`src/source/cnn_pkg.sv`:
```
package cnn_pkg;

	localparam int PIX_W      = 8;
	localparam int IMG_W      = 8;
	localparam int IMG_H      = 8;
	localparam int N_CH       = 2;
	localparam int N_CLASS    = 4;
	localparam int CONV_SHIFT = 2;
	localparam int SCORE_W    = 20;

	typedef enum logic [1:0] {FILL, RUN, FLUSH} win_state_e;
	typedef enum logic [1:0] {IDLE, ACCUM, DECIDE} dense_state_e;

	// ch 0 is a vertical edge detector, ch 1 a smoothing kernel
	function automatic logic signed [3:0] conv_weight(input int ch, input int kr, input int kc);
		if (ch == 0) begin
			return 4'(kc - 1);
		end
		if (kr == 1 && kc == 1) begin
			return 4'sd2;
		end
		return 4'sd1;
	endfunction

	// index sum mod 5, centred on zero
	function automatic logic signed [3:0] dense_weight(input int cls, input int ch,
			input int pr, input int pc);
		int v;
		v = (cls + ch + pr + pc) % 5 - 2;
		return 4'(v);
	endfunction

	function automatic logic signed [SCORE_W-1:0] dense_bias(input int cls);
		return SCORE_W'(16 * cls);
	endfunction

endpackage
```
`src/source/row_window_buffer.sv`:
```
`timescale 1ns/1ps

module row_window_buffer import cnn_pkg::*; #(
	parameter int IMG_W = cnn_pkg::IMG_W,
	parameter int IMG_H = cnn_pkg::IMG_H
) (
	input  logic                       clk,
	input  logic                       resetn,
	input  logic [IMG_W*PIX_W-1:0]     row_data_i,
	input  logic                       row_valid_i,
	output logic [(IMG_W+2)*PIX_W-1:0] win_top_o,
	output logic [(IMG_W+2)*PIX_W-1:0] win_mid_o,
	output logic [(IMG_W+2)*PIX_W-1:0] win_bot_o,
	output logic                       win_valid_o
);

	localparam int CNT_W = $clog2(IMG_H);
	localparam logic [PIX_W-1:0] ZPIX = '0;

	win_state_e state;
	logic [CNT_W-1:0] row_cnt;
	// the two most recent rows
	logic [IMG_W*PIX_W-1:0] line_old;
	logic [IMG_W*PIX_W-1:0] line_new;

	always_ff @(posedge clk) begin
		if (!resetn) begin
			state <= FILL;
			row_cnt <= '0;
			win_valid_o <= 1'b0;
		end else begin
			win_valid_o <= 1'b0;
			case (state)
				FILL: begin
					if (row_valid_i) begin
						row_cnt <= CNT_W'(1);
						state <= RUN;
					end
				end
				RUN: begin
					if (row_valid_i) begin
						win_valid_o <= 1'b1;
						if (row_cnt == CNT_W'(IMG_H - 1)) begin
							row_cnt <= '0;
							state <= FLUSH;
						end else begin
							row_cnt <= row_cnt + 1'b1;
						end
					end
				end
				// last window, bottom row is padding
				FLUSH: begin
					win_valid_o <= 1'b1;
					state <= FILL;
				end
				default: state <= FILL;
			endcase
		end
	end

	// left and right padding columns added on the way out
	always_ff @(posedge clk) begin
		if (state == FLUSH) begin
			win_top_o <= {ZPIX, line_old, ZPIX};
			win_mid_o <= {ZPIX, line_new, ZPIX};
			win_bot_o <= '0;
		end else if (row_valid_i) begin
			// zero top row for the first window
			line_old <= (state == FILL) ? '0 : line_new;
			line_new <= row_data_i;
			win_top_o <= {ZPIX, line_old, ZPIX};
			win_mid_o <= {ZPIX, line_new, ZPIX};
			win_bot_o <= {ZPIX, row_data_i, ZPIX};
		end
	end

	// rows need an idle cycle between them so the flush slot stays free
	assert property (@(posedge clk) disable iff (!resetn)
		row_valid_i |=> !row_valid_i);

endmodule

```
`config.mk`:
```
export PLATFORM = sky130hd
export DESIGN_NAME = row_window_buffer
export DESIGN_NICKNAME = d
export VERILOG_FILES = /design/src/source/cnn_pkg.sv /design/src/source/row_window_buffer.sv
export SDC_FILE = /design/constraint.sdc
export NUM_CORES = 1
export LEC_CHECK = 0
export ABC_AREA = 1
export BUFFER_PORTS_ARGS = -buffer_cell sky130_fd_sc_hd__buf_2
export CORE_MARGIN = 2
export CORE_UTILIZATION = 52
export DETAILED_ROUTE_END_ITERATION = 6
export GPL_ROUTABILITY_DRIVEN = 0
export PLACE_DENSITY = 0.79
export SLEW_MARGIN = 20
export SYNTH_ARGS = -nofsm -noshare
export SYNTH_HDL_FRONTEND = slang
export SYNTH_SLANG_ARGS = --single-unit
```
`constraint.sdc`:
```
create_clock -name clk -period 5.6 [get_ports clk]
set_input_delay 0.84 -clock clk [delete_from_list [all_inputs] [get_ports clk]]
set_output_delay 0.84 -clock clk [all_outputs]
set_load 0.01 [all_outputs]
```
; After elaboration in Yosys (flattened, before gate mapping)
; Index checks and enable logic that the tools add are counted.
[word_totals]
regBits = 326
output_inout_bits = 241
elab_cells = 36
[op_classes]
addsub = 1
eq_ne = 6
n_mux = 14
bitwise = 1
n_reduce_logical = 6
[ops]
columns = cell, n
row1 = $mux 72, 4
row2 = $mux 3, 3
row3 = $mux 2, 3
row4 = $ne 2x2->1 const B, 3
row5 = $pmux 3 s2, 1
row6 = $reduce_and 3->1, 2
row7 = $pmux 2 s2, 1
row8 = $reduce_bool 2->1, 2
row9 = $add 3x1->3 const B, 1
row10 = $eq 3x3->1 const B, 1
row11 = $eq 2x1->1 const B, 1
row12 = $eq 2x2->1 const B, 1
row13 = $logic_not 2->1, 1
row14 = $pmux 1 s2, 1
row15 = $reduce_and 2->1, 1
row16 = $mux 1, 1
row17 = $not 1->1, 1

; Longest topological paths before layout
[depth]
depth_word = 4
ltp_mapped = 8
depth_no_buf = 8

; Worst setup path after synthesis
; Ideal clock, no wire load.
[synth_timing]
kind = input to register
startpoint = input row_valid_i
endpoint = register win_mid_o[10] (enable)
setup_time_ps = 492
arrival_time_ps = 3995
path_slack_ps = 1113
path_stages = 5
n_path_buf = 3
path_cell_list = buf_6 -> inv_4 -> buf_8 -> buf_8 -> nand2_1
[synth_between]
elab_chain_cells = 1
[synth_lines]
columns = item, line_no
row1 = from (decl), row_window_buffer.sv:10  ; input logic row_valid_i,
row2 = $reduce_bool 2->1 (no source line), --
row3 = to (signal assigned), row_window_buffer.sv:65  ; win_mid_o <= {ZPIX, line_new, ZPIX};
row4 = to (signal assigned), row_window_buffer.sv:72  ; win_mid_o <= {ZPIX, line_new, ZPIX};
row5 = to (decl), row_window_buffer.sv:12  ; output logic [(IMG_W+2)*PIX_W-1:0] win_mid_o,
; No other way between the ends.
; A chain may end at the register's enable or synchronous reset.

; Final worst setup path
[layout_timing]
startpoint = register state[0]
endpoint = register win_mid_o[13] (enable)
[layout_between]
elab_chain_cells = 2
[layout_lines]
columns = item, line_no
row1 = from (decl), row_window_buffer.sv:20  ; win_state_e state;
row2 = from (signal assigned), row_window_buffer.sv:28  ; state <= FILL;
row3 = from (signal assigned), row_window_buffer.sv:37  ; state <= RUN;
row4 = from (signal assigned), row_window_buffer.sv:45  ; state <= FLUSH;
row5 = $eq 2x2->1, row_window_buffer.sv:63  ; if (state == FLUSH) begin
row6 = $reduce_bool 2->1 (no source line), --
; No other way between the ends.

==> run_results.csv <==
group,metric,value,unit
placed_design,io_buffers,259,
sta,final-setup-viol-count,0,
global_routing,grt_pass1_vias,6261,
clocking,h-tree-depth,1,
pwr,max-vdd-ir-drop,320,uV
cells_and_area,layout_common_cells,"buf_2 (259), edfxtp_1 (256), nand2_1 (114)",
yosys,netlist_area,11400,sq um
clocking,cts_buffer_depth,3,
worst_setup_path,startpoint_type,"flop",
worst_setup_path,rrSetupSlack,2.47,ns
cells_and_area,seqCellArea,9090,sq um
global_routing,grt_pass1_wl,34100,um
clocking,clk_latency,0.55,ns
worst_setup_path,cp.required,5.79,ns
worst_setup_path,worstPathArrival,3.32,ns
routing,postRouteAntennaNets,0,
sta,relSlewSlack,32.8,%
cells_and_area,nets,1111,
cells_and_area,layout_commonest_cell,"buf_2",
sta,period_needed,3.13,ns
worst_setup_path,worstSetupStartpoint,"state[0]$_SDFFE_PN0P_",
routing,drt_pass1_iterations,4,
placed_design,hpwl,14000,um
routing,drt_iter0_markers,415,
worst_hold_path,hold_start,"line_old[46]$_SDFFCE_PN0P_",
yosys,yosys_warnings,0,
global_routing,grtUsageTotal,18.5,%
cells_and_area,multi_input_area,1640,sq um
sta,fin_crit_sh,55.8,%
sta,tns,0,ns
worst_hold_path,holdPathStages,0,
sta,fin_skew,0.0171,ns
pwr,leakage,5.89,nW
worst_setup_path,crit_path_end_kind,"flop",
floorplan,die_h,152,um
global_routing,grt-ovfl-total,0,
sta,rsz0062_at_grt,"no",
floorplan,start_util,52.6,%
worst_setup_path,critical_path_class,"reg -> reg",
worst_hold_path,hold_path_class,"reg -> reg",
floorplan,fp.dieW,152,um
routing,drc,0,
clocking,clk_pin_slew_worst_paths,0.06,ns
floorplan,row_count,54,
clocking,cts_sinks,326,
floorplan,dieArea,23100,sq um
yosys,avgSynthCellArea,14.7,sq um
sta,slew_viol_final,0,
floorplan,boundaryPins,308,
cells_and_area,nFillCells,1591,
routing,wl,22200,um
worst_hold_path,worstHoldEndpoint,"win_top_o[54]$_DFFE_PP_",
floorplan,core_area,21600,sq um
yosys,ys_ff_latch,326,
routing,vias_per_cell,4.78,
worst_setup_path,path_max_fanout,70,
clocking,holdBufCountCts,0,
sta,fmax,0.320,GHz
yosys,netlist_instances,771,
clocking,cts_resized,0,
clocking,cts_root_buf,"clkbuf_16",
clocking,cts_tree,"done",
flow_run,drv_cap,0,
clocking,post_cts_buffers,0,
cells_and_area,drive_gt1_share,35.4,%
yosys,synth_cell_type_count,18,
routing,vias,6429,
pwr,total_power,7.33,mW
worst_setup_path,timing.rr.start,"state[0]$_SDFFE_PN0P_",
cells_and_area,area_growth,21.5,%
sta,hold_viol_final,0,
routing,wl_per_cell,16.5,um
sta,worstMarginPinSlew,1.01,ns
yosys,ys_seq_area_share,80.0,%
worst_setup_path,rr_endpoint,"win_mid_o[13]$_DFFE_PP_",
clocking,cts_buffers,31,
global_routing,grt_max_degree,72,
status,status,"complete, no violations",
global_routing,antenna_found_initial,2,
worst_setup_path,reg2reg_depth,5,
pwr,p_per_area,531,nW/um^2
-- sequential cells by signal, summed over array words and instances (netlist names) --
signal and cells:
line_new 64, line_old 64, row_cnt 3, win_mid_o 64, win_valid_o 1, win_bot_o 64, win_top_o 64, state 2
-- through the flow --
stage / hold WS, ns / worst slack, ns / cell area [sq um] / util (%) / cells
final: 0.417 / 2.47 / 13800 / 63.8 / 1344
after global routing: 0.422 / 2.27 / 13800 / 63.8 / 1344
after CTS: 0.417 / 2.44 / 13800 / 63.8 / 1342
after detailed placement: 0.405 / 2.31 / 12700 / 58.8 / 1284
after global placement: 0.400 / 2.35 / 12700 / 58.8 / 1284
after floorplan: 0.400 / 1.11 / 11500 / - / 818
-- critical path, stage by stage (launching register included) --
cell and delay (ns):
dfxtp_1 0.34, inv_1 0.17, ha_4 0.83, inv_1 0.24, nand2_4 0.67, buf_12 0.42
-- cell families after synthesis --
| family | count (synthesis) | synth area share [%] |
|---|---|---|
| compound gates | 69 | 4.00 |
| fa+ha+maj | 7 | 0.771 |
| buf+inv | 151 | 7.39 |
| flops | 326 | 80.0 |
| other cells | 1 | 0.0330 |
| simple gates | 217 | 7.84 |
-- layout make-up --
class,instances,share of cell area [%]
Tap cell,280,2.54
Timing Repair Buffer,263,9.79
Multi-Input combinational cell,341,11.8
Sequential cell,326,65.8
Clock inverter,22,2.15
Clock buffer,36,5.76
Antenna cell,2,0.0363
Inverter,74,2.05
-- cell usage after synthesis --
| cell | number | area [sq um] |
|---|---|---|
| edfxtp_1 | 256 | 7690 |
| nand2_1 | 115 | 432 |
| inv_1 | 73 | 274 |
| dfxtp_1 | 70 | 1400 |
| nor2_1 | 70 | 263 |
| buf_4 | 49 | 368 |
| a21oi_1 | 39 | 195 |
| a21oi_2 | 29 | 254 |
| nand2_2 | 29 | 181 |
| buf_2 | 21 | 105 |
| ha_1 | 7 | 87.6 |
| buf_8 | 4 | 60.1 |
| nand3_1 | 3 | 15.0 |
| buf_6 | 2 | 22.5 |
| clkbuf_1 | 1 | 3.75 |
| conb_1 | 1 | 3.75 |
| inv_4 | 1 | 6.26 |
| o21ai_0 | 1 | 5.00 |
-- where the power goes --
part	internal (mW)	switching, mW	leakage, nW
Combinational	0.463	0.996	2.24
Sequential	3.45	0.219	3.13
Clock	1.34	0.859	0.528
-- layer usage --
layer / track usage [%] / routed length, um / up-vias
met2: 31.7 / 11300 / 242
met5: 0 / 0 / -
met1: 23.2 / 8650 / 3116
li1: - / - / 3019
met4: 7.92 / 746 / 0
met3: 3.62 / 1520 / 52
-- how the worst max path moves through the flow --
stage | to | slack (ns) | cells after the start
global route | win_top_o[17]$_DFFE_PP_ | 2.27 | 5
floorplan | win_mid_o[10]$_DFFE_PP_ | 1.11 | 5
CTS | win_top_o[36]$_DFFE_PP_ | 2.44 | 5
finish | win_mid_o[13]$_DFFE_PP_ | 2.47 | 5
detailed placement | line_new[4]$_DFFE_PP_ | 2.31 | 5
global placement | line_old[9]$_SDFFCE_PN0P_ | 2.35 | 5
(Power assumes the default switching activity.)
