[config.mk]
export PLATFORM = sky130hd
export DESIGN_NAME = dense_classifier
export DESIGN_NICKNAME = d
export VERILOG_FILES = /design/src/source/cnn_pkg.sv /design/src/source/dense_classifier.sv
export SDC_FILE = /design/constraint.sdc
export NUM_CORES = 2
export LEC_CHECK = 0
export ABC_AREA = 1
export BUFFER_PORTS_ARGS = -buffer_cell sky130_fd_sc_hd__buf_4
export CORE_AREA = 10 10 310 312
export CTS_CLUSTER_SIZE = 25
export DETAILED_ROUTE_END_ITERATION = 8
export DIE_AREA = 0 0 320 322
export PLACE_DENSITY = 0.71
export SLEW_MARGIN = 20
export SYNTH_ARGS = -nofsm -noshare
export SYNTH_HDL_FRONTEND = slang
export SYNTH_SLANG_ARGS = --single-unit
[constraint.sdc]
create_clock -name clk -period 15.5 [get_ports clk]
set_clock_uncertainty 0.05 [all_clocks]
set_input_delay 0.775 -clock clk [delete_from_list [all_inputs] [get_ports clk]]
set_output_delay 0.775 -clock clk [all_outputs]
set_load 0.03 [all_outputs]
[src/source/cnn_pkg.sv]
package cnn_pkg;

	localparam int PIX_W      = 8;
	localparam int IMG_W      = 8;
	localparam int IMG_H      = 8;
	localparam int N_CH       = 2;
	localparam int N_CLASS    = 4;
	localparam int CONV_SHIFT = 2;
	localparam int SCORE_W    = 20;

	typedef enum logic [1:0] {FILL, RUN, FLUSH} win_state_e;
	typedef enum logic [1:0] {IDLE, ACCUM, DECIDE} dense_state_e;

	// ch 0 is a vertical edge detector, ch 1 a smoothing kernel
	function automatic logic signed [3:0] conv_weight(input int ch, input int kr, input int kc);
		if (ch == 0) begin
			return 4'(kc - 1);
		end
		if (kr == 1 && kc == 1) begin
			return 4'sd2;
		end
		return 4'sd1;
	endfunction

	// index sum mod 5, centred on zero
	function automatic logic signed [3:0] dense_weight(input int cls, input int ch,
			input int pr, input int pc);
		int v;
		v = (cls + ch + pr + pc) % 5 - 2;
		return 4'(v);
	endfunction

	function automatic logic signed [SCORE_W-1:0] dense_bias(input int cls);
		return SCORE_W'(16 * cls);
	endfunction

endpackage
[src/source/dense_classifier.sv]
`timescale 1ns/1ps

module dense_classifier import cnn_pkg::*; #(
	parameter int IMG_W = cnn_pkg::IMG_W,
	parameter int IMG_H = cnn_pkg::IMG_H
) (
	input  logic                            clk,
	input  logic                            resetn,
	input  logic [(IMG_W/2)*N_CH*PIX_W-1:0] pool_row_i,
	input  logic                            pool_valid_i,
	output logic [$clog2(N_CLASS)-1:0]      class_o,
	output logic signed [SCORE_W-1:0]       score_o,
	output logic                            class_valid_o
);

	localparam int PW    = IMG_W / 2;
	localparam int PH    = IMG_H / 2;
	localparam int PR_W  = $clog2(PH);
	localparam int CLS_W = $clog2(N_CLASS);

	dense_state_e state;
	logic [PR_W-1:0] pool_cnt;
	logic signed [SCORE_W-1:0] score [N_CLASS];
	logic signed [SCORE_W-1:0] row_sum [N_CLASS];
	logic [CLS_W-1:0] best_cls;
	logic signed [SCORE_W-1:0] best_score;

	// contribution of the current pooled row to every class
	always_comb begin
		int acc;
		for (int cls = 0; cls < N_CLASS; cls++) begin
			acc = 0;
			for (int pc = 0; pc < PW; pc++) begin
				for (int ch = 0; ch < N_CH; ch++) begin
					acc += int'(dense_weight(cls, ch, int'(pool_cnt), pc)) *
						int'(pool_row_i[(pc*N_CH + ch)*PIX_W +: PIX_W]);
				end
			end
			row_sum[cls] = SCORE_W'(acc);
		end
	end

	// strict compare keeps the lowest index on a tie
	always_comb begin
		best_cls = '0;
		best_score = score[0];
		for (int cls = 1; cls < N_CLASS; cls++) begin
			if (score[cls] > best_score) begin
				best_cls = CLS_W'(cls);
				best_score = score[cls];
			end
		end
	end

	always_ff @(posedge clk) begin
		if (!resetn) begin
			state <= IDLE;
			pool_cnt <= '0;
			class_valid_o <= 1'b0;
		end else begin
			class_valid_o <= 1'b0;
			case (state)
				IDLE, ACCUM: begin
					if (pool_valid_i) begin
						if (pool_cnt == PR_W'(PH - 1)) begin
							pool_cnt <= '0;
							state <= DECIDE;
						end else begin
							pool_cnt <= pool_cnt + 1'b1;
							state <= ACCUM;
						end
					end
				end
				DECIDE: begin
					class_valid_o <= 1'b1;
					state <= IDLE;
				end
				default: state <= IDLE;
			endcase
		end
	end

	// first row of a frame starts from the bias
	always_ff @(posedge clk) begin
		for (int cls = 0; cls < N_CLASS; cls++) begin
			if (pool_valid_i) begin
				score[cls] <= ((state == IDLE) ? dense_bias(cls) : score[cls]) + row_sum[cls];
			end
		end
		if (state == DECIDE) begin
			class_o <= best_cls;
			score_o <= best_score;
		end
	end

	// upstream latency must leave the decide cycle free
	assert property (@(posedge clk) disable iff (!resetn)
		(state == DECIDE) |-> !pool_valid_i);

endmodule

Word level (Yosys, flattened, before mapping)
Memories as Yosys holds them, arrays and structs flattened. Cells that the tools add are included.

$add $sub $neg: 66. $lt $le $gt $ge: 3. Div/mod/pow operators: 17. Multipliers: 32. Muxes and demuxes: 14. Equality and inequality tests: 3. Reduce and logical (&&, ||, !) cells: 5.

Operators with widths (number): modulo 32 x 4 -> 32 bit (second input constant) (16); multiplier 4 x 9 -> 13 bit (32); two-way mux 20 bit (7); adder 32 x 2 -> 32 bit (second input constant) (3); adder 32 x 3 -> 32 bit (second input constant) (3); adder 19 x 13 -> 20 bit (4); adder 20 bit (4); adder 18 x 13 -> 19 bit (4); adder 17 x 13 -> 18 bit (4); adder 16 x 13 -> 17 bit (4); subtractor 4 x 3 -> 4 bit (second input constant) (17); adder 15 x 13 -> 16 bit (4); adder 14 x 13 -> 15 bit (4); greater-than comparator 20 bit (3); adder 13 x 13 -> 14 bit (4); modulo 3 x 4 -> 32 bit (second input constant) (1); adder 3 x 2 -> 4 bit (second input constant) (4); adder 4 x 2 -> 5 bit (second input constant) (1); two-way mux 1 bit (5); adder 3 x 1 -> 4 bit (second input constant) (1); adder 3 x 2 -> 4 bit (first input constant) (1); == test 2 bit (second input constant) (2); two-way mux 2 bit (2); AND reduction 2 bit (2); other kinds (7) (8).

Logic and storage cells: 147. RAM bits: 80. Memories: 1. Flip-flop bits (word level): 27.

Memories: score (depth 4, bits a word 20, rd ports 4, clocked after Yosys merged registers in 0, wr ports 4, RTL line dense_classifier.sv:23) `logic signed [SCORE_W-1:0] score [N_CLASS];`.

Logic depth before layout (Yosys ltp)
Depth in word-level cells: 12. Gate-level depth with buffers: 43. Depth with buffers taken out: 40.

Least setup slack after synthesis
No wires, ideal clock.

Path kind: flip-flop to flip-flop. Start point: register pool_cnt[1]. End point: memory score[2][15] (data pin). Setup slack: 5.575 ns. Arrival time: 9.616 ns. Clock period less this slack: 9.925 ns. Cell stages (with the launch flop): 42. Path buffers: 4. Cell sequence: dfxtp_1 clkbuf_1 clkinv_1 ha_1 buf_2 inv_2 clkbuf_1 ha_1 nor2_1 inv_2 ha_1 nor3b_1 o21ai_1 inv_2 nand3_2 nand2_2 buf_6 nor2_1 [... 6 more ...] fa_1 inv_1 fa_1 inv_1 fa_1 inv_1 fa_1 inv_1 ha_1 inv_1 o21bai_1 a21boi_0 nand2_1 a21oi_1 o21ai_0 nand2_1 nand2_1 xor2_1.

RTL lines: start: declaration (RTL line dense_classifier.sv:22) `logic [PR_W-1:0] pool_cnt;`; start signal: assignment (RTL line dense_classifier.sv:69) `pool_cnt <= pool_cnt + 1'b1;`; end: declaration (RTL line dense_classifier.sv:23).

==> impl_metrics.csv <==
group,metric,value,unit
place,gp_congestion,1.05,
cells_and_area,fillers,8089,
worst_setup_path,worstReg2RegEnd,"score[2][15]",
clock_tree,cts.sinks,107,
clock_tree,cts_buffer_depth,2,
synth,avgSynthCellArea,8.54,um^2
worst_setup_path,max_stage_delay,920,ps
routing,top_layer,"met5",
worst_setup_path,reg2regPathDepth,33,
routing,drt_first_pass_iters,6,
die,die_area,0.103,mm^2
timing,fin_crit_sh,73.3,%
worst_setup_path,arrival,11480,ps
die,fp.coreArea,0.0896,mm^2
worst_setup_path,crit_path_max_fanout,43,
min_path,hold_end,"class_valid_o",
global_routing,grt_use_total,34.5,%
timing,hold_violations,0,
routing,finalWirelength,172,mm
cells_and_area,drive_gt1_share,2.91,%
clock_tree,cts_root_buf,"clkbuf_16",
timing,fin_tns_setup,0,ps
cells_and_area,mostFrequentLayoutCell,"inv_1",
routing,wl_met3,20.9,mm
timing,setup_viol,0,
synth,synth.top_cell.area_share,46.8,%
synth,ys_ff_latch,107,
clock_tree,post_cts_resized,0,
run_status,status,"completed",
synth,yosysTopAreaCell,"fa_1",
routing,via_count,38100,
synth,yosys_warnings,0,
cells_and_area,area.sequential,0.00316,mm^2
global_routing,overflow,0,
clock_tree,post-cts-setup-buffers,0,
job,cap_violations,0,
clock_tree,numCtsBuffers,9,
min_path,hold_path.class,"flop to flop",
cells_and_area,synthToLayoutAreaGrowth,4.17,%
synth,seq_area_frac_synth,6.45,%
synth,syn_area,0.0490,mm^2
die,num_rows,110,
synth,synthCells,5739,
worst_setup_path,critPathKind,"flop to flop",
min_path,hold_start,"state[0]",
timing,worstMarginPinSlew,1150,ps
worst_setup_path,critical_path.slowest_cell,"ha_2",
clock_tree,h-tree-depth,3,
min_path,whs_path_depth,1,
global_routing,grt_max_degree,90,
routing,detail-route-antenna-nets,0,
cells_and_area,finalNetCount,7428,
global_routing,antenna_found_initial,4,
die,start_util,54.7,%
synth,synth_cell_types,45,
place,portBuffers,89,
clock_tree,insertion_delay,410,ps
die,die_w,320,um
global_routing,grt_pass1_vias,40800,
clock_tree,clk_pin_slew_worst_paths,100,ps
routing,route.met2.wl,73.5,mm
worst_setup_path,r2r_slack,4140,ps
synth,synth_area_leaders,"fa_1 47%, ha_1 13%, inv_1 13%",
routing,routedWlPerCell,25.0,um
routing,routed_via_density,5.54,
global_routing,grt_pass1_wl,261,mm
die,ios,90,
timing,period_needed,11360,ps
cells_and_area,multi_input_area,0.0385,mm^2
clock_tree,ctsHoldBuffers,0,
clock_tree,cts_tree,"yes",
routing,drc,0,
timing,grt_setup_unrepaired,"false",
routing,wl_met1,61.8,mm
worst_setup_path,cp_common_cell,"fa_1",
cells_and_area,final_cell_mix,"1,737 x inv_1, 1,145 x fa_1, 1,071 x nand2_1",
place,hpwlAfterDp,143,mm
worst_setup_path,reg2reg_from,"pool_cnt[0]",
worst_setup_path,worstPathRequired,15620,ps
worst_setup_path,startpoint,"pool_cnt[0]",
timing,max_slew_margin,23.3,%
routing,drt-initial-drc-count,4217,
die,die_h,322,um
worst_setup_path,start_kind,"flop",
timing,fmax,88.1,MHz
timing,slew_viol_final,0,
worst_setup_path,crit_path_end_kind,"flop",
critical path: cells and delay by family (launching register included):
family	cells	cell delay (ps)
buf+inv	10	2720
simple gates	7	1250
compound gates	4	690
flops	1	340
xor+xnor	1	140
fa+ha+maj	11	5870
cells by family after synthesis:
group           Yosys count  share of synthesized area [%]
fa+ha+maj              1671                           60.2
simple gates           1653                           13.3
other cells               1                        0.00765
buf+inv                1959                           15.1
compound gates          205                           2.36
flops                   107                           6.45
xor+xnor                143                           2.57
synth_stat cells (all sizes together):
cell and count:
o21bai 11, a31oi 5, o221ai 2, conb 1
nor2 395, ha 526, o21a 1, nand3b 2
a21o 12, xor2 85, clkinv 22, xnor2 58
nor3b 1, inv 1744, a21boi 3, fa 1145
nor3 12, a21oi 104, or2 5, o311ai 2
nor4 2, o21ai 51, and2 20, o211ai 5
nand2 1074, clkbuf 156, dfxtp 5, o31ai 5
o2111ai 3, a211oi 1, nand3 125, edfxtp 102
buf 37, nand4 17
routing by layer:
| metal | GRT usage [%] | up-vias |
|---|---|---|
| met5 | 0 | - |
| met4 | 24.6 | 4 |
| met3 | 9.10 | 607 |
| met2 | 51.9 | 2473 |
| met1 | 43.0 | 18700 |
| li1 | - | 16200 |
sequential cells by signal, summed over array words and instances, names as in the netlist:
name,cells
score,80
pool_cnt,2
class_valid_o,1
class_o,2
score_o,20
state,2
how the worst max path moves through the flow:
stage / end / slack (ps) / cells after the start
4_1_cts: score[0][19] / 4390 / 30
2_1_floorplan: score[2][15] / 5570 / 41
3_3_place_gp: score[0][19] / 4630 / 30
3_5_place_dp: score[0][19] / 4450 / 30
5_1_grt: score[1][15] / 3760 / 34
6_report: score[2][15] / 4140 / 33
final cells by class:
type	instances	share of cell area, %
Antenna cell	3	0.0147
Clock buffer	10	0.449
Clock inverter	6	0.135
Inverter	1766	13.0
Multi-Input combinational cell	3682	75.5
Sequential cell	107	6.20
Tap cell	1176	2.88
Timing Repair Buffer	124	1.85
through the flow:
step | hold WS (ps) | cells | setup WS [ps] | util [%] | cell area, um^2
2_1_floorplan | 389 | 5748 | 5570 | - | 49000
3_3_place_gp | 495 | 6855 | 4630 | 56.6 | 50700
4_1_cts | 509 | 6871 | 4390 | 57.0 | 51000
6_report | 546 | 6874 | 4140 | 57.0 | 51000
5_1_grt | 571 | 6873 | 3760 | 57.0 | 51000
3_5_place_dp | 498 | 6855 | 4450 | 56.6 | 50700
Power is not shown: default switching activity piles up to over one toggle a cycle in this logic, so the estimate is an artifact.
