### src/source/cnn_pkg.sv
package cnn_pkg;

	localparam int PIX_W      = 8;
	localparam int IMG_W      = 8;
	localparam int IMG_H      = 8;
	localparam int N_CH       = 2;
	localparam int N_CLASS    = 4;
	localparam int CONV_SHIFT = 2;
	localparam int SCORE_W    = 20;

	typedef enum logic [1:0] {FILL, RUN, FLUSH} win_state_e;
	typedef enum logic [1:0] {IDLE, ACCUM, DECIDE} dense_state_e;

	// ch 0 is a vertical edge detector, ch 1 a smoothing kernel
	function automatic logic signed [3:0] conv_weight(input int ch, input int kr, input int kc);
		if (ch == 0) begin
			return 4'(kc - 1);
		end
		if (kr == 1 && kc == 1) begin
			return 4'sd2;
		end
		return 4'sd1;
	endfunction

	// index sum mod 5, centred on zero
	function automatic logic signed [3:0] dense_weight(input int cls, input int ch,
			input int pr, input int pc);
		int v;
		v = (cls + ch + pr + pc) % 5 - 2;
		return 4'(v);
	endfunction

	function automatic logic signed [SCORE_W-1:0] dense_bias(input int cls);
		return SCORE_W'(16 * cls);
	endfunction

endpackage
### src/source/conv_relu_row.sv
`timescale 1ns/1ps

module conv_relu_row import cnn_pkg::*; #(
	parameter int IMG_W = cnn_pkg::IMG_W
) (
	input  logic                          clk,
	input  logic                          resetn,
	input  logic [(IMG_W+2)*PIX_W-1:0]    win_top_i,
	input  logic [(IMG_W+2)*PIX_W-1:0]    win_mid_i,
	input  logic [(IMG_W+2)*PIX_W-1:0]    win_bot_i,
	input  logic                          win_valid_i,
	output logic [IMG_W*N_CH*PIX_W-1:0]   conv_row_o,
	output logic                          conv_valid_o
);

	localparam int WIN_BITS = (IMG_W + 2) * PIX_W;
	localparam int PIX_MAX  = (1 << PIX_W) - 1;

	logic [WIN_BITS-1:0] win_rows [3];
	logic [IMG_W*N_CH*PIX_W-1:0] conv_next;

	// kernel row 0 sits on the top window row
	assign win_rows[0] = win_top_i;
	assign win_rows[1] = win_mid_i;
	assign win_rows[2] = win_bot_i;

	// feature (col c, ch) at index c*N_CH + ch
	always_comb begin
		int acc;
		conv_next = '0;
		for (int c = 0; c < IMG_W; c++) begin
			for (int ch = 0; ch < N_CH; ch++) begin
				acc = 0;
				for (int kr = 0; kr < 3; kr++) begin
					for (int kc = 0; kc < 3; kc++) begin
						acc += int'(conv_weight(ch, kr, kc)) *
							int'(win_rows[kr][(c + kc)*PIX_W +: PIX_W]);
					end
				end
				acc = acc >>> CONV_SHIFT;
				// rectify, then saturate to a pixel
				if (acc < 0) begin
					acc = 0;
				end else if (acc > PIX_MAX) begin
					acc = PIX_MAX;
				end
				conv_next[(c*N_CH + ch)*PIX_W +: PIX_W] = acc[PIX_W-1:0];
			end
		end
	end

	always_ff @(posedge clk) begin
		if (!resetn) begin
			conv_valid_o <= 1'b0;
		end else begin
			conv_valid_o <= win_valid_i;
		end
	end

	always_ff @(posedge clk) begin
		if (win_valid_i) begin
			conv_row_o <= conv_next;
		end
	end

endmodule

### config.mk
export PLATFORM = sky130hd
export DESIGN_NAME = conv_relu_row
export DESIGN_NICKNAME = d
export VERILOG_FILES = /design/src/source/cnn_pkg.sv /design/src/source/conv_relu_row.sv
export SDC_FILE = /design/constraint.sdc
export NUM_CORES = 1
export LEC_CHECK = 0
export BUFFER_PORTS_ARGS = -buffer_cell sky130_fd_sc_hd__buf_2
export CORE_UTILIZATION = 55
export CTS_CLUSTER_SIZE = 16
export DETAILED_ROUTE_END_ITERATION = 10
export GPL_TIMING_DRIVEN = 0
export PLACE_DENSITY_LB_ADDON = 0.2
export SYNTH_ARGS = -nofsm -noshare
export SYNTH_HDL_FRONTEND = slang
export SYNTH_SLANG_ARGS = --single-unit
### constraint.sdc
create_clock -name clk -period 7.5 [get_ports clk]
set_input_delay 0.75 -clock clk [delete_from_list [all_inputs] [get_ports clk]]
set_output_delay 0.75 -clock clk [all_outputs]
set_load 0.1 [all_outputs]
; ---- After elaboration in Yosys (flattened, before gate mapping)
; Index checks and enable logic that the tools add are counted.
; Widths: inputs -> output; s select.
[classes]
n_addsub = 128
mul = 0
div = 0
order_cmp = 32
eq_ne = 0
shifts = 0
n_mux = 16
bitwise = 0
reduce_logical = 0
[ops]
columns = op, n
row1 = $add 32x9->32, 24
row2 = $neg 8->32, 24
row3 = $add 32x32->32, 16
row4 = $gt 30x9->1 const B, 8
row5 = $lt 30x1->1 const B, 8
row6 = $add 15x8->16, 8
row7 = $mux 8, 16
row8 = $add 14x8->15, 8
row9 = $add 13x8->14, 8
row10 = $gt 14x8->1 const B, 8
row11 = $lt 14x1->1 const B, 8
row12 = $add 12x8->13, 8
row13 = $add 11x9->12, 8
row14 = $add 10x8->11, 8
row15 = $add 9x8->10, 8
row16 = $add 8x8->9, 8
[word_totals]
ff_bits = 129
latchBits = 0
ram_bits = 0
rom_bits = 0
output_inout_bits = 129
n_memories = 0

; ---- Longest topological paths before layout
; Gate-level depths: netlist of run 1.
[depth]
depth_word = 10
depth_mapped = 18
depth_no_buf = 18

; ---- Worst setup path before layout of run 1
; Ideal clock, no wire load.
[synth_timing]
path_type = input-to-reg
start = in win_mid_i[65]
end = reg conv_row_o[101] (data pin)
setup_time_ps = 275
t_arrival_ps = 4790
path_slack_ps = 2435
cell_stages = 18
n_path_buf = 0
path_cell_list = inv_1 > fa_1 > inv_1 > fa_1 > inv_1 > fa_1 > or2_2 > fa_1 > nor2b_4 > o31a_1 > o31a_4 > o21a_1 > nor2_1 > fa_1 > nor2_1 > nand2_1 > o21ai_1 > a31oi_1
[synth_via]
elab_chain_len = 5
elab_cells_between_ends = 6
cone_classes = add/sub: 3 / order compare: 2 / mux: 1
[synth_lines]
columns = element, line
row1 = "start, declared", conv_relu_row.sv:9  ; input logic [(IMG_W+2)*PIX_W-1:0] win_mid_i,
row2 = $add 32x9->32 (*), conv_relu_row.sv:36  ; acc += int'(conv_weight(ch, kr, kc)) *
row3 = $add 32x32->32 (*), conv_relu_row.sv:36
row4 = $add 32x9->32 (*), conv_relu_row.sv:36
row5 = $gt 30x9->1, conv_relu_row.sv:44  ; end else if (acc > PIX_MAX) begin
row6 = $mux 8, conv_relu_row.sv:44
row7 = "end signal, assigned", conv_relu_row.sv:62  ; conv_row_o <= conv_next;
row8 = "end, declared", conv_relu_row.sv:12  ; output logic [IMG_W*N_CH*PIX_W-1:0] conv_row_o,
; Every way passes the cells marked *; elsewhere a longest branch is shown, timed or not.
; A chain may end at the register's enable or synchronous reset.

; ---- Worst setup path after layout of run 1
[layout_timing]
start = in win_mid_i[33]
end = reg conv_row_o[32] (data pin)
; Same word-level chain as after synthesis.

==> impl_metrics.ini, run 1 <==
[timing]
finalCriticalPeriod_ns = 5.183
final-hold-violation-count = 0
slew_headroom_pct = 58.16
fmax_mhz = 192.9
tns_ns = 0
worst_slew_pin_slew_ns = 0.6257
timing.final.crit_share_pct = 69.11
rsz0062_at_grt = false
drv_slew = 0
finalSetupViolations = 0

[global_route]
grt_usage_pct = 32.63
antenna_found_initial = 10
grt_pass1_wl_um = 119300
grt_pass1_vias = 20410
overflow = 0
grt_max_degree = 77

[setup_path]
path_cells = buf_2 > inv_1 > fa_1 > inv_1 > fa_1 > inv_1 > fa_1 > or2_2 > fa_1 > nor2b_1 > o21ai_1 > a211oi_2 > a21oi_1 > fa_1 > inv_1 > and3_1 > nand3_1 > o21ai_1 > a21oi_1
cp_slowest_cell = fa_1
cp_data_required_time_ns = 7.72
cp_max_fo = 6
critPathKind = input pin to flip-flop
cp-start-kind = input pin
cpMostUsedCell = fa_1
cp_num_buf_inv = 5
arrival_ns = 5.40
critPathMaxStageDelay_ns = 0.52
path_delay_family = adder cells
cp-end-kind = flip-flop

[layout]
layout-drive-gt1-share_pct = 16.06
syn_to_final_growth_pct = 11.99
multiInputGateArea_sq_um = 20290
fin_area_sq_um = 30850
fin_nets = 4073
seqCellArea_sq_um = 3864
nFillCells = 4128
fin_util_pct = 62.76

[synthesis]
synthCells = 2603
ys_ff_latch = 129
seq_area_frac_synth_pct = 14.03
async_reset_ff_share_pct = 0
synth_cell_type_count = 66
syn_area_sq_um = 27550
avgSynthCellArea_sq_um = 10.58
yosysTopAreaCellShare_pct = 47.38
synth_warnings = 0
synth_area_leaders = fa_1 47%, edfxtp_1 14%, inv_1 12%
synth_top_cell_by_area = fa_1
synth_edf_count = 128
synthTopCellsByCount = 898 x inv_1, 652 x fa_1, 184 x ha_1, 128 x edfxtp_1, 119 x a21oi_1
synth.most_common_cell = inv_1
yosys_most_used_dff = edfxtp_1
syn_nets = 3682

[placed_design]
portBuffers = 371
post-dp-hpwl_um = 69460
place_area_sq_um = 30270
gp_congestion = 0.9865

[die]
dieArea_sq_um = 50990
rows = 81
chipHeight_um = 225.8
io_pins = 372
start_util_pct = 56.04
coreArea_sq_um = 49150
fp.dieW_um = 225.8

[run]
maxCapViolCount = 0

[detailed_routing]
drt-pass1-iter-count = 6
wirelength_um = 76810
wire_per_inst_um = 20.90
ant_nets = 0
vias = 19000
drtIter0Drc = 1335
via_per_inst = 5.169
drcViolationCount = 0

[clock_network]
clk_pin_slew_ns = 0.06
htree_levels = 4
cts.sinks = 129
cts_setup_buffers = 0
hold_buffers = 0
cts_tree = built
clock_path_buffers = 2
cts_buffers = 17
cts_resized = 0
clock-root-buffer = clkbuf_16

[hold_path]
hp-class = input pin to flip-flop

[outcome]
status = finished, final reports clean
[placed cells by master (no fill, tap or decap), drive strengths merged, types with 16 or more instances in the layout]
cell type,n
o31ai,17
inv,898
nor3,43
o21a,38
fa,652
edfxtp,128
nand2b,26
nand3,26
o21ai,75
xnor2,26
o31a,16
ha,184
xor2,20
nor2b,23
nand2,64
buf,375
a21oi,137
clkbuf,17
nor2,55
a21o,18
[kinds of logic (layout without fill, tap and decap cells)]
logic type | after synthesis | after routing | synth area share [%]
AO/OA/AOI/OAI | 386 | 386 | 10.42
XOR/XNOR | 46 | 46 | 1.463
adder cells (fa/ha/maj) | 836 | 836 | 55.74
buffers and inverters | 901 | 1305 | 12.32
flip-flops | 129 | 129 | 14.03
multiplexers | 7 | 7 | 0.3270
other | 0 | 4 | 0
AND/OR/NAND/NOR | 298 | 298 | 5.705
[registers in the layout, summed over array words and instances, names as in the netlist]
register      count
conv_valid_o      1
conv_row_o      128
[worst paths after layout]
kind	cells past startpoint	start	slack, ns	to
worst max-delay path	19	win_mid_i[33]	2.32	conv_row_o[32]
worst min-delay path	2	resetn	0.46	conv_valid_o
[metal layers]
layer	wire length, um	GRT usage, %
met2	34760	48.32
met4	1702	9.809
met1	33860	46.87
met5	90	0
met3	6395	9.055
[stage by stage]
step	hold WS, ns	instances	worst slack, ns
final	0.4632	3675	2.317
after global routing	0.4539	3674	2.041
after CTS	0.4363	3671	2.343
after detailed placement	0.9610	3639	1.820
after global placement	0.9590	3638	1.869
after floorplan	0.8625	2603	2.435
[final cells by class]
class / instances / area share [%]
clock inverters: 15 / 0.4705
clock buffers: 17 / 1.379
multi-input cells: 1573 / 65.77
flip-flops and latches: 129 / 12.52
repair buffers: 372 / 6.128
inverters: 898 / 10.93
plain buffers: 3 / 0.07300
well taps: 664 / 2.693
diodes: 4 / 0.03245
Power of run 1 is left out: the tool's default activity adds up to more than one toggle a clock period on the data nets, which glitch-free logic cannot reach.
==> run 2, diff against run 1 <==
clock period = 5.14 ns   (was 7.5 ns; I/O delays follow)
==> run 2 against run 1 <==
Compared with the run above:
- routed wire length hardly changed
- setup slack worse by 2.1 ns
- sequential cell count stayed put
- first-iteration DRC count is 1.9% lower
- count of clock-buffer cells in the layout stayed put
- critical path depth is 2 lower
- global-route usage stayed put
- via count hardly changed
- final cell count hardly changed
- sequential share of layout area hardly changed
- design area hardly changed
- core utilization is 0.051 points higher
- largest cell class unchanged
==> impl_metrics.ini, run 2 (synthesis gave the netlist of run 1 again) <==
[outcome]
status = finished, final reports clean

[timing]
final-hold-violation-count = 0
worst_slew_pin_slew_ns = 0.6295
finalSetupViolations = 0
hold_ws_ns = 0.2259
slew_headroom_pct = 57.91
finalCriticalPeriod_ns = 4.890
fmax_mhz = 204.5
timing.final.crit_share_pct = 95.13
drv_slew = 0
timing.final.ws_setup_ns = 0.2503
tns_ns = 0
rsz0062_at_grt = false

[layout]
layout-drive-gt1-share_pct = 16.18
multiInputGateArea_sq_um = 20300
fin_nets = 4075
mostFrequentLayoutCell = inv_1
largest_register_ffs = 128
mostFrequentLayoutCells = 898 x inv_1, 652 x fa_1, 370 x buf_2
syn_to_final_growth_pct = 12.08
seqCellArea_sq_um = 3864
max_flop_register = conv_row_o
nFillCells = 4125
reg_top3 = conv_row_o x128, conv_valid_o x1

[die]
coreArea_sq_um = 49150
start_util_pct = 56.04
fp.dieW_um = 225.8
dieArea_sq_um = 50990
io_pins = 372
rows = 81
chipHeight_um = 225.8

[clock_network]
cts.sinks = 129
htree_levels = 4
clock-root-buffer = clkbuf_16
cts_buffers = 17
clock_path_buffers = 2
hold_buffers = 0
clk_pin_slew_ns = 0.06
cts_tree = built

[setup_path]
cp_data_required_time_ns = 5.35
critPathMaxStageDelay_ns = 0.51
cp_max_fo = 6
arrival_ns = 5.10
cp-start-kind = input pin
path_cells = buf_2 > inv_1 > fa_1 > inv_1 > fa_1 > inv_1 > fa_1 > or2_2 > fa_1 > and2b_1 > o21ai_2 > a211oi_2 > a21oi_1 > fa_1 > nor3_1 > a22o_1 > a21oi_1
cpMostUsedCell = fa_1
cp_slowest_cell = fa_1
cp-end-kind = flip-flop
critPathKind = input pin to flip-flop

[global_route]
grt_usage_pct = 32.63
antenna_found_initial = 10
overflow = 0
grt_pass1_vias = 20410
grt_pass1_wl_um = 119300
grt_max_degree = 77

[detailed_routing]
wire_per_inst_um = 20.87
via_per_inst = 5.169
vias = 19010
drcViolationCount = 0
ant_nets = 0
drtIter0Drc = 1310
drt-pass1-iter-count = 5
wirelength_um = 76770

[placed_design]
portBuffers = 371
place_ws_ns = -0.3042
gp_congestion = 0.9865
post-dp-hpwl_um = 69460

[hold_path]
hold_depth = 2
hp-class = input pin to flip-flop

[run]
maxCapViolCount = 0
==> run 2: what timing repair did <==
item | CTS | global route
setup buffers | 0 | 2
resized for setup | 0 | 2
setup endpoints to repair | 0 | 11
==> run 2: path summary, 6_finish.rpt <==
kind	start	endpoint	slack, ns
setup / recovery	win_mid_i[25]	conv_row_o[16]	0.25
hold / removal	resetn	conv_valid_o	0.23
==> run 2: final cells by class <==
| class | count | area share [%] |
|---|---|---|
| flip-flops and latches | 129 | 12.51 |
| repair buffers | 374 | 6.172 |
| well taps | 664 | 2.691 |
| clock inverters | 15 | 0.4701 |
| clock buffers | 17 | 1.378 |
| inverters | 898 | 10.92 |
| diodes | 5 | 0.04053 |
| multi-input cells | 1573 | 65.74 |
| plain buffers | 3 | 0.07295 |
==> run 2: critical path: cells and delay by family <==
family                   cells  cell delay, ns
AO/OA/AOI/OAI                5            0.98
buffers and inverters        4            0.43
adder cells (fa/ha/maj)      5            2.35
AND/OR/NAND/NOR              3            0.81
==> run 2: stage by stage <==
stage                     instances  util, %  instance area [sq um]
after detailed placement       3639    61.58                  30270
after global placement         3638    61.51                  30240
after global routing           3676    62.80                  30870
after floorplan                2603        -                  27550
final                          3678    62.81                  30870
after CTS                      3671    62.74                  30840
==> run 2: metal layers <==
metal | up-vias | GRT usage (%) | part of all wire, %
li1 | 8711 | - | -
met2 | 636 | 48.32 | 45
met3 | 116 | 9.055 | 8.4
met1 | 9536 | 46.87 | 44
met4 | 12 | 9.809 | 2.3
met5 | - | 0 | 0.12
Power of run 2 is left out for the same reason.
